$ cat config.mk
export PLATFORM = sky130hd
export DESIGN_NAME = rob_top
export DESIGN_NICKNAME = d
export VERILOG_FILES = /design/src/rob_cfg_pkg.sv /design/src/rob_entry_pkg.sv /design/src/rob_top.sv /design/src/commit_stage.sv /design/src/rob.sv /design/src/rob_pointers.sv /design/src/complete_table.sv /design/src/multiport_table.sv
export SDC_FILE = /design/constraint.sdc
export NUM_CORES = 2
export LEC_CHECK = 0
export ABC_CLOCK_PERIOD_IN_PS = 10360
export BUFFER_PORTS_ARGS = -buffer_cell sky130_fd_sc_hd__buf_4
export CORE_UTILIZATION = 30
export CTS_CLUSTER_DIAMETER = 30
export DETAILED_ROUTE_END_ITERATION = 10
export PLACE_DENSITY_LB_ADDON = 0.08
export SYNTH_ARGS = -nofsm -noshare
export SYNTH_HDL_FRONTEND = slang
export SYNTH_SLANG_ARGS = --single-unit
export TNS_END_PERCENT = 5
$ cat constraint.sdc
create_clock -name clk -period 10.36 [get_ports clk]
set_clock_uncertainty 0.05 [all_clocks]
set_input_delay 0.518 -clock clk [delete_from_list [all_inputs] [get_ports clk]]
set_output_delay 0.518 -clock clk [all_outputs]
set_load 0.03 [all_outputs]
$ cat src/rob_cfg_pkg.sv
package rob_cfg_pkg;

    ////////////////////////////////
    // sizes
    ////////////////////////////////

    // 16 entries, 4-bit index
    localparam int ROB_WIDTH  = 4;
    localparam int ROB_DEPTH  = 1 << ROB_WIDTH;

    // architectural register index
    localparam int AREG_WIDTH = 5;

    // data path
    localparam int DATA_WIDTH = 32;
    localparam int PC_WIDTH   = 32;

    // entry index into the ROB
    typedef logic [ROB_WIDTH-1:0] rob_id_t;

    // one extra bit so a full ROB can be counted
    typedef logic [ROB_WIDTH:0] rob_cnt_t;

endpackage
$ cat src/rob_entry_pkg.sv
package rob_entry_pkg;

    import rob_cfg_pkg::*;

    ////////////////////////////////
    // instruction table payload
    ////////////////////////////////

    // written once at dispatch, read at commit
    typedef struct packed {
        logic [AREG_WIDTH-1:0] areg;
        logic                  w_reg;
        logic [PC_WIDTH-1:0]   pc;
    } rob_inst_entry_t;

    ////////////////////////////////
    // data table payload
    ////////////////////////////////

    // written by a result bus
    typedef struct packed {
        logic [DATA_WIDTH-1:0] data;
        logic                  exc;
    } rob_data_entry_t;

    // layout
    //   inst : | areg | w_reg | pc |
    //   data : | data | exc |
    // both tables are indexed by rob_id_t
    // and hold ROB_DEPTH entries each
    // completion is kept apart from these,
    // see complete_table

endpackage

$ cat src/rob_top.sv
module rob_top
    import rob_cfg_pkg::*;
(
    input  logic                  clk,
    input  logic                  rst_n_i,

    input  logic [1:0]            dispatch_valid_i,
    input  rob_id_t               dispatch_rob_id_i [2],
    input  logic [AREG_WIDTH-1:0] dispatch_areg_i [2],
    input  logic [1:0]            dispatch_w_reg_i,
    input  logic [PC_WIDTH-1:0]   dispatch_pc_i [2],
    output rob_cnt_t              rob_free_o,

    input  rob_id_t               src_rob_id_i [4],
    output logic [DATA_WIDTH-1:0] src_data_o [4],
    output logic [3:0]            src_ready_o,

    input  logic [1:0]            cdb_valid_i,
    input  rob_id_t               cdb_rob_id_i [2],
    input  logic [DATA_WIDTH-1:0] cdb_data_i [2],
    input  logic [1:0]            cdb_exc_i,

    output logic [1:0]            retire_valid_o,
    output logic [AREG_WIDTH-1:0] retire_areg_o [2],
    output logic [DATA_WIDTH-1:0] retire_data_o [2],
    output logic [PC_WIDTH-1:0]   retire_pc_o [2],
    output logic                  flush_o
);

    logic [1:0]            commit_req;
    logic [1:0]            head_valid;
    logic [AREG_WIDTH-1:0] head_areg [2];
    logic [1:0]            head_w_reg;
    logic [PC_WIDTH-1:0]   head_pc [2];
    logic [DATA_WIDTH-1:0] head_data [2];
    logic [1:0]            head_exc;

    // flush loops back into the ROB
    rob i_rob (
        .clk (clk), .rst_n_i (rst_n_i), .flush_i (flush_o),
        .dispatch_valid_i (dispatch_valid_i), .dispatch_rob_id_i (dispatch_rob_id_i),
        .dispatch_areg_i (dispatch_areg_i), .dispatch_w_reg_i (dispatch_w_reg_i),
        .dispatch_pc_i (dispatch_pc_i), .src_rob_id_i (src_rob_id_i),
        .src_data_o (src_data_o), .src_ready_o (src_ready_o),
        .cdb_valid_i (cdb_valid_i), .cdb_rob_id_i (cdb_rob_id_i),
        .cdb_data_i (cdb_data_i), .cdb_exc_i (cdb_exc_i), .rob_free_o (rob_free_o),
        .commit_req_i (commit_req), .head_valid_o (head_valid), .head_areg_o (head_areg),
        .head_w_reg_o (head_w_reg), .head_pc_o (head_pc), .head_data_o (head_data),
        .head_exc_o (head_exc)
    );

    commit_stage i_commit (
        .clk (clk), .rst_n_i (rst_n_i),
        .head_valid_i (head_valid), .head_areg_i (head_areg), .head_w_reg_i (head_w_reg),
        .head_pc_i (head_pc), .head_data_i (head_data), .head_exc_i (head_exc),
        .commit_req_o (commit_req), .retire_valid_o (retire_valid_o),
        .retire_areg_o (retire_areg_o), .retire_data_o (retire_data_o),
        .retire_pc_o (retire_pc_o), .flush_o (flush_o)
    );

endmodule

$ cat src/commit_stage.sv
module commit_stage
    import rob_cfg_pkg::*;
(
    input  logic                  clk,
    input  logic                  rst_n_i,

    input  logic [1:0]            head_valid_i,
    input  logic [AREG_WIDTH-1:0] head_areg_i [2],
    input  logic [1:0]            head_w_reg_i,
    input  logic [PC_WIDTH-1:0]   head_pc_i [2],
    input  logic [DATA_WIDTH-1:0] head_data_i [2],
    input  logic [1:0]            head_exc_i,

    output logic [1:0]            commit_req_o,
    output logic [1:0]            retire_valid_o,
    output logic [AREG_WIDTH-1:0] retire_areg_o [2],
    output logic [DATA_WIDTH-1:0] retire_data_o [2],
    output logic [PC_WIDTH-1:0]   retire_pc_o [2],
    output logic                  flush_o
);

    logic [DATA_WIDTH-1:0] arf [1 << AREG_WIDTH];
    logic                  flush_q;

    // in order; an exception in slot 0 holds slot 1 back
    // nothing commits while the flush is in flight
    assign commit_req_o[0] = head_valid_i[0] && !flush_q;
    assign commit_req_o[1] = commit_req_o[0] && !head_exc_i[0] && head_valid_i[1];

    ////////////////////////////////
    // architectural registers
    ////////////////////////////////

    // slot 1 is younger, its write lands last
    always_ff @(posedge clk) begin
        for (int k = 0; k < 2; k++) begin
            if (commit_req_o[k] && head_w_reg_i[k] && (head_areg_i[k] != '0)) begin
                arf[head_areg_i[k]] <= head_data_i[k];
            end
        end
    end

    ////////////////////////////////
    // retire strobe and flush
    ////////////////////////////////

    always_ff @(posedge clk) begin
        if (!rst_n_i) begin
            retire_valid_o <= '0;
            flush_q        <= 1'b0;
        end else begin
            retire_valid_o <= commit_req_o;
            flush_q        <= |(commit_req_o & head_exc_i);
        end
    end

    always_ff @(posedge clk) begin
        for (int k = 0; k < 2; k++) begin
            retire_areg_o[k] <= head_areg_i[k];
            retire_data_o[k] <= head_data_i[k];
            retire_pc_o[k]   <= head_pc_i[k];
        end
    end

    assign flush_o = flush_q;

endmodule

$ cat src/rob.sv
module rob
    import rob_cfg_pkg::*;
    import rob_entry_pkg::*;
(
    input  logic                  clk,
    input  logic                  rst_n_i,
    input  logic                  flush_i,

    // dispatch, slot 0 older
    input  logic [1:0]            dispatch_valid_i,
    input  rob_id_t               dispatch_rob_id_i [2],
    input  logic [AREG_WIDTH-1:0] dispatch_areg_i [2],
    input  logic [1:0]            dispatch_w_reg_i,
    input  logic [PC_WIDTH-1:0]   dispatch_pc_i [2],

    // source operand lookups
    input  rob_id_t               src_rob_id_i [4],
    output logic [DATA_WIDTH-1:0] src_data_o [4],
    output logic [3:0]            src_ready_o,

    // result buses
    input  logic [1:0]            cdb_valid_i,
    input  rob_id_t               cdb_rob_id_i [2],
    input  logic [DATA_WIDTH-1:0] cdb_data_i [2],
    input  logic [1:0]            cdb_exc_i,

    output rob_cnt_t              rob_free_o,

    // head view for commit
    input  logic [1:0]            commit_req_i,
    output logic [1:0]            head_valid_o,
    output logic [AREG_WIDTH-1:0] head_areg_o [2],
    output logic [1:0]            head_w_reg_o,
    output logic [PC_WIDTH-1:0]   head_pc_o [2],
    output logic [DATA_WIDTH-1:0] head_data_o [2],
    output logic [1:0]            head_exc_o
);

    rob_id_t         tail [2];
    rob_cnt_t        count;
    rob_inst_entry_t disp_inst [2];
    rob_inst_entry_t head_inst [2];
    rob_data_entry_t cdb_entry [2];
    rob_id_t         rd_addr   [6];
    rob_data_entry_t rd_data   [6];
    logic [5:0]      rd_complete;

    rob_pointers i_pointers (
        .clk              (clk),
        .rst_n_i          (rst_n_i),
        .flush_i          (flush_i),
        .dispatch_valid_i (dispatch_valid_i),
        .commit_req_i     (commit_req_i),
        .tail_o           (tail),
        .count_o          (count),
        .free_o           (rob_free_o)
    );

    ////////////////////////////////
    // packing and read addresses
    ////////////////////////////////

    // read ports 0..1 are the two oldest entries, 2..5 the sources
    always_comb begin
        for (int k = 0; k < 2; k++) begin
            disp_inst[k].areg  = dispatch_areg_i[k];
            disp_inst[k].w_reg = dispatch_w_reg_i[k];
            disp_inst[k].pc    = dispatch_pc_i[k];
            cdb_entry[k].data  = cdb_data_i[k];
            cdb_entry[k].exc   = cdb_exc_i[k];
            rd_addr[k]         = tail[k];
        end
        for (int s = 0; s < 4; s++) begin
            rd_addr[2+s] = src_rob_id_i[s];
        end
    end

    multiport_table #(.payload_t(rob_inst_entry_t), .RD_PORTS(2)) i_inst_table (
        .clk     (clk),
        .rst_n_i (rst_n_i),
        .clear_i (flush_i),
        .raddr_i (tail),
        .rdata_o (head_inst),
        .waddr_i (dispatch_rob_id_i),
        .we_i    (dispatch_valid_i),
        .wdata_i (disp_inst)
    );

    multiport_table #(.payload_t(rob_data_entry_t), .RD_PORTS(6)) i_data_table (
        .clk     (clk),
        .rst_n_i (rst_n_i),
        .clear_i (flush_i),
        .raddr_i (rd_addr),
        .rdata_o (rd_data),
        .waddr_i (cdb_rob_id_i),
        .we_i    (cdb_valid_i),
        .wdata_i (cdb_entry)
    );

    complete_table #(.RD_PORTS(6)) i_complete_table (
        .clk         (clk),
        .rst_n_i     (rst_n_i),
        .clear_i     (flush_i),
        .disp_addr_i (dispatch_rob_id_i),
        .disp_we_i   (dispatch_valid_i),
        .cdb_addr_i  (cdb_rob_id_i),
        .cdb_we_i    (cdb_valid_i),
        .raddr_i     (rd_addr),
        .complete_o  (rd_complete)
    );

    ////////////////////////////////
    // outputs
    ////////////////////////////////

    always_comb begin
        for (int k = 0; k < 2; k++) begin
            // slot k needs more than k entries present
            head_valid_o[k] = rd_complete[k] && (count > rob_cnt_t'(k));
            head_areg_o[k]  = head_inst[k].areg;
            head_w_reg_o[k] = head_inst[k].w_reg;
            head_pc_o[k]    = head_inst[k].pc;
            head_data_o[k]  = rd_data[k].data;
            head_exc_o[k]   = rd_data[k].exc;
        end
        for (int s = 0; s < 4; s++) begin
            src_data_o[s]  = rd_data[2+s].data;
            src_ready_o[s] = rd_complete[2+s];
        end
    end

endmodule

$ cat src/rob_pointers.sv
module rob_pointers
    import rob_cfg_pkg::*;
(
    input  logic     clk,
    input  logic     rst_n_i,
    input  logic     flush_i,
    input  logic     [1:0] dispatch_valid_i,
    input  logic     [1:0] commit_req_i,

    output rob_id_t  tail_o [2],
    output rob_cnt_t count_o,
    output rob_cnt_t free_o
);

    rob_id_t  head_q;
    rob_cnt_t count_q;
    rob_cnt_t n_disp;
    rob_cnt_t n_commit;

    assign n_disp   = rob_cnt_t'(dispatch_valid_i[0]) + rob_cnt_t'(dispatch_valid_i[1]);
    assign n_commit = rob_cnt_t'(commit_req_i[0]) + rob_cnt_t'(commit_req_i[1]);

    // oldest index wraps mod 16 on its own
    always_ff @(posedge clk) begin
        if (!rst_n_i || flush_i) begin
            head_q  <= '0;
            count_q <= '0;
        end else begin
            head_q  <= head_q + rob_id_t'(n_commit);
            count_q <= count_q + n_disp - n_commit;
        end
    end

    // two oldest entries
    assign tail_o[0] = head_q;
    assign tail_o[1] = head_q + rob_id_t'(1);

    assign count_o = count_q;
    assign free_o  = rob_cnt_t'(ROB_DEPTH) - count_q;

endmodule

$ cat src/complete_table.sv
module complete_table
    import rob_cfg_pkg::*;
#(
    parameter int RD_PORTS = 6
) (
    input  logic    clk,
    input  logic    rst_n_i,
    input  logic    clear_i,

    input  rob_id_t disp_addr_i [2],
    input  logic    [1:0] disp_we_i,

    input  rob_id_t cdb_addr_i [2],
    input  logic    [1:0] cdb_we_i,

    input  rob_id_t raddr_i [RD_PORTS],
    output logic    [RD_PORTS-1:0] complete_o
);

    // the extra two ports look up the other table's bit
    // for the entries being written this cycle
    rob_id_t disp_raddr [RD_PORTS+2];
    rob_id_t wb_raddr   [RD_PORTS+2];
    logic    disp_bit   [RD_PORTS+2];
    logic    wb_bit     [RD_PORTS+2];
    logic    disp_wdata [2];
    logic    wb_wdata   [2];

    always_comb begin
        for (int r = 0; r < RD_PORTS; r++) begin
            disp_raddr[r] = raddr_i[r];
            wb_raddr[r]   = raddr_i[r];
        end
        for (int k = 0; k < 2; k++) begin
            disp_raddr[RD_PORTS+k] = cdb_addr_i[k];
            wb_raddr[RD_PORTS+k]   = disp_addr_i[k];
            // dispatch copies the wb bit, so the pair starts equal
            disp_wdata[k] = wb_bit[RD_PORTS+k];
            // writeback flips against the dispatch bit
            wb_wdata[k]   = ~disp_bit[RD_PORTS+k];
        end
        for (int r = 0; r < RD_PORTS; r++) begin
            complete_o[r] = disp_bit[r] ^ wb_bit[r];
        end
    end

    multiport_table #(.payload_t(logic), .RD_PORTS(RD_PORTS + 2)) i_disp_table (
        .clk     (clk),
        .rst_n_i (rst_n_i),
        .clear_i (clear_i),
        .raddr_i (disp_raddr),
        .rdata_o (disp_bit),
        .waddr_i (disp_addr_i),
        .we_i    (disp_we_i),
        .wdata_i (disp_wdata)
    );

    multiport_table #(.payload_t(logic), .RD_PORTS(RD_PORTS + 2)) i_wb_table (
        .clk     (clk),
        .rst_n_i (rst_n_i),
        .clear_i (clear_i),
        .raddr_i (wb_raddr),
        .rdata_o (wb_bit),
        .waddr_i (cdb_addr_i),
        .we_i    (cdb_we_i),
        .wdata_i (wb_wdata)
    );

endmodule

$ cat src/multiport_table.sv
module multiport_table
    import rob_cfg_pkg::*;
#(
    parameter type payload_t = logic,
    parameter int  RD_PORTS  = 2
) (
    input  logic     clk,
    input  logic     rst_n_i,
    input  logic     clear_i,

    // asynchronous read ports
    input  rob_id_t  raddr_i [RD_PORTS],
    output payload_t rdata_o [RD_PORTS],

    // two synchronous write ports
    input  rob_id_t  waddr_i [2],
    input  logic     [1:0] we_i,
    input  payload_t wdata_i [2]
);

    payload_t mem [ROB_DEPTH];

    ////////////////////////////////
    // write side
    ////////////////////////////////

    // port 1 comes last in the loop and so wins
    // when both ports hit one address
    always_ff @(posedge clk) begin
        if (!rst_n_i || clear_i) begin
            for (int i = 0; i < ROB_DEPTH; i++) begin
                mem[i] <= '0;
            end
        end else begin
            for (int p = 0; p < 2; p++) begin
                if (we_i[p]) begin
                    mem[waddr_i[p]] <= wdata_i[p];
                end
            end
        end
    end

    ////////////////////////////////
    // read side
    ////////////////////////////////

    // reads see the state before this edge
    always_comb begin
        for (int r = 0; r < RD_PORTS; r++) begin
            rdata_o[r] = mem[raddr_i[r]];
        end
    end

endmodule

==> impl_metrics.env <==
export IMPL_powerDensity_nw_per_um2=263
export IMPL_drive_gt1_share_pct=38.6
export IMPL_busiest_layer="met2"
export IMPL_vias=68300
export IMPL_drc=0
export IMPL_min_period_ps=6100
export IMPL_hp_class="in -> reg"
export IMPL_min_delay_start="cdb_data_i[43]"
export IMPL_syn_inst=6200
export IMPL_syn2layout_area_growth_pct=25.2
export IMPL_pin_count=458
export IMPL_synthFlopType="edfxtp_1"
export IMPL_num_fill_cells=27100
export IMPL_multiInputGateArea_um2=46200
export IMPL_final_cell_mix="1201 x mux4_2, 1152 x edfxtp_1, 824 x a22o_1"
export IMPL_coreArea_um2=289000
export IMPL_dieArea_um2=293000
export IMPL_clk_pin_slew_ps=40
export IMPL_crit_required_ps=11150
export IMPL_dp_cells=9789
export IMPL_leakage_uw=0.0388
export IMPL_seq_area_frac_synth_pct=43.1
export IMPL_setup_worst_path_end_class="flip-flop"
export IMPL_final_max_slew_violation_count=0
export IMPL_die_y_um=541
export IMPL_worstPathMaxFanout=46
export IMPL_final_core_util_pct=37.8
export IMPL_overflow=0
export IMPL_crit_type="reg -> reg"
export IMPL_crit_path_top_delay_cell="ha_4"
export IMPL_netlist_area_um2=87200
export IMPL_grt_use_met3_pct=7.16
export IMPL_reg2reg_depth=19
export IMPL_die_w_um=541
export IMPL_layout_nets=6701
export IMPL_io_buffers=455
export IMPL_worstSetupStartpointType="flip-flop"
export IMPL_cp_depth=19
export IMPL_cts_max_path_buffers=4
export IMPL_ant_nets=0
export IMPL_layout_commonest_cell="mux4_2"
export IMPL_dr_pass1_iters=5
export IMPL_async_flop_share_pct=0
export IMPL_wl_per_cell_um=40.6
export IMPL_rr_endpoint="i_rob.i_pointers.count_o[4]$_SDFF_PP0_"
export IMPL_cts_sinks=1302
export IMPL_holdWs_ps=35.7
export IMPL_hold_depth=2
export IMPL_drt_iter0_drc=7597
export IMPL_synth_area_per_cell_um2=14.1
export IMPL_status="complete, no violations"
export IMPL_maxSlewHeadroom_pct=7.39
export IMPL_pre_cts_slack_ps=4120
export IMPL_routed_wl_um=436000
export IMPL_setup_violations=0
export IMPL_critPathLaunch="i_rob.i_pointers.head_q[0]$_SDFF_PP0_"
export IMPL_tns_ps=0
export IMPL_synthDistinctLibCells=52
export IMPL_rsz0062_at_grt="false"
export IMPL_crit_family="adder cells"
export IMPL_period_share_pct=58.8
export IMPL_cts_htree_levels=5
export IMPL_cts_buffers=400
export IMPL_synth_seq_cells=1302
export IMPL_hold_viol=0
export IMPL_place_congestion=0.831
export IMPL_reg2reg_slack_ps=4260
export IMPL_stdcell_count=10700
export IMPL_synth_edff_count=1152
export IMPL_grt_total_usage_pct=29.1
export IMPL_grt_pass1_vias=68200
export IMPL_initial_core_util_pct=30.2
export IMPL_arrival_ps=6890
export IMPL_worst_slew_pin_slew_ps=1380
export IMPL_cap_violations=0
export IMPL_met1_usage_pct=36.5
export IMPL_hold_path_end="i_rob.i_data_table.mem[1][12]$_DFFE_PP_"
export IMPL_ir_drop_mv=0.264
export IMPL_grt_pass1_wl_um=587000
export IMPL_dpl_hpwl_um=237000
export IMPL_yosysWarnings=0
export IMPL_layout_setup_ws_ps=4260
export IMPL_cts_tree="yes"
export IMPL_vias_per_cell=6.36
export IMPL_grt_max_degree=131
export IMPL_rows=197
export IMPL_groute_layer_met2_usage_pct=46.8
export IMPL_cts_root_buf="clkbuf_16"
export IMPL_r2r_start="i_rob.i_pointers.head_q[0]$_SDFF_PP0_"
export IMPL_antenna_found_initial=60
export IMPL_syn_num_nets=6399
export IMPL_critical_path_max_stage_delay_ps=1030
export IMPL_critPathBufInv=4
export IMPL_cp_cell_sequence="ha_4 > buf_4 > mux2i_1 > mux4_2 > xnor2_1 > mux2i_1 > nand3b_4 > nor3_2 > ha_1 > ha_1 > inv_1 > ha_1 > inv_1 > fa_1 > inv_1 > a21oi_1 > nor2_1 > or3_1 > a21oi_1"
export IMPL_max_freq_ghz=0.164
export IMPL_regArea_um2=37600
export IMPL_clk_latency_ps=940
-- worst max path at each step --
stage,end,slack [ps]
after floorplan,i_rob.i_pointers.count_o[4]$_SDFF_PP0_,6500
after global placement,i_rob.i_pointers.count_o[4]$_SDFF_PP0_,4150
after detailed placement,i_rob.i_pointers.count_o[4]$_SDFF_PP0_,4120
after CTS,i_rob.i_pointers.count_o[4]$_SDFF_PP0_,4130
after global routing,i_rob.i_pointers.count_o[4]$_SDFF_PP0_,3880
final,i_rob.i_pointers.count_o[4]$_SDFF_PP0_,4260
-- state kept, by name, summed over array words and instances (netlist names) --
signal and count:
i_commit.flush_o 1, i_commit.retire_areg_o 10, i_commit.retire_data_o 64, i_commit.retire_pc_o 64
i_commit.retire_valid_o 2, i_rob.i_complete_table.i_disp_table.mem 16, i_rob.i_complete_table.i_wb_table.mem 16, i_rob.i_data_table.mem 528
i_rob.i_inst_table.mem 592, i_rob.i_pointers.count_o 5, i_rob.i_pointers.head_q 4
-- power by group --
group	leakage (uW)	switching [uW]	internal, uW
clock network	0.00668	3750	8550
logic	0.0188	4790	3820
registers	0.0133	955	6870
total	0.0388	9500	19200
-- Yosys cell counts (all sizes together) (12+ instances only) --
cell type	n	share of area, %
a22o	824	8.3
nand2	713	3.1
a21oi	74	0.42
clkbuf	411	1.8
nor3	29	0.23
nor2	58	0.30
a22oi	69	0.59
mux4	1201	31
inv	29	0.12
a221oi	69	0.69
mux2i	228	2.6
nand2b	12	0.086
or3	13	0.099
ha	16	0.23
buf	508	2.8
o22ai	16	0.11
edfxtp	1152	40
xor2	21	0.21
o21ai	298	1.7
dfxtp	150	3.4
nand3	184	1.1
mux2	70	0.90
-- layout make-up --
type	instances	share of cell area (%)
well taps	3880	4.45
clock buffers	507	9.98
repair buffers	819	6.18
multi-input cells	3950	42.3
inverters	29	0.0997
diodes	20	0.0458
clock inverters	237	2.50
flip-flops and latches	1302	34.4
-- per-layer routing --
metal / wire length, um / part of all wire [%] / up-vias
li1: - / - / 26500
met1: 169000 / 39 / 36300
met2: 205000 / 47 / 4321
met3: 39400 / 9.0 / 1112
met4: 22600 / 5.2 / 46
met5: 293 / 0.067 / -
-- cell families after synthesis --
group                    share of synthesized area [%]
multiplexers                                      34.5
AND/OR/NAND/NOR                                   5.08
flip-flops                                        43.1
adder cells (fa/ha/maj)                          0.298
AO/OA/AOI/OAI                                     12.0
buffers and inverters                             4.73
XOR/XNOR                                         0.291
-- through the flow --
stage,total power [uW],instance area (um^2)
after floorplan,13200,87200
after global placement,16400,93600
after detailed placement,16400,93600
after CTS,28800,109000
after global routing,29600,109000
final,28700,109000
-- what timing repair did --
action                                 in CTS  in global routing
resized for setup                           0                  0
hold buffers                              191                  0
endpoints found under the hold margin    1002                  0
setup buffers                               0                  0
Power figures use the tool's default switching activity.
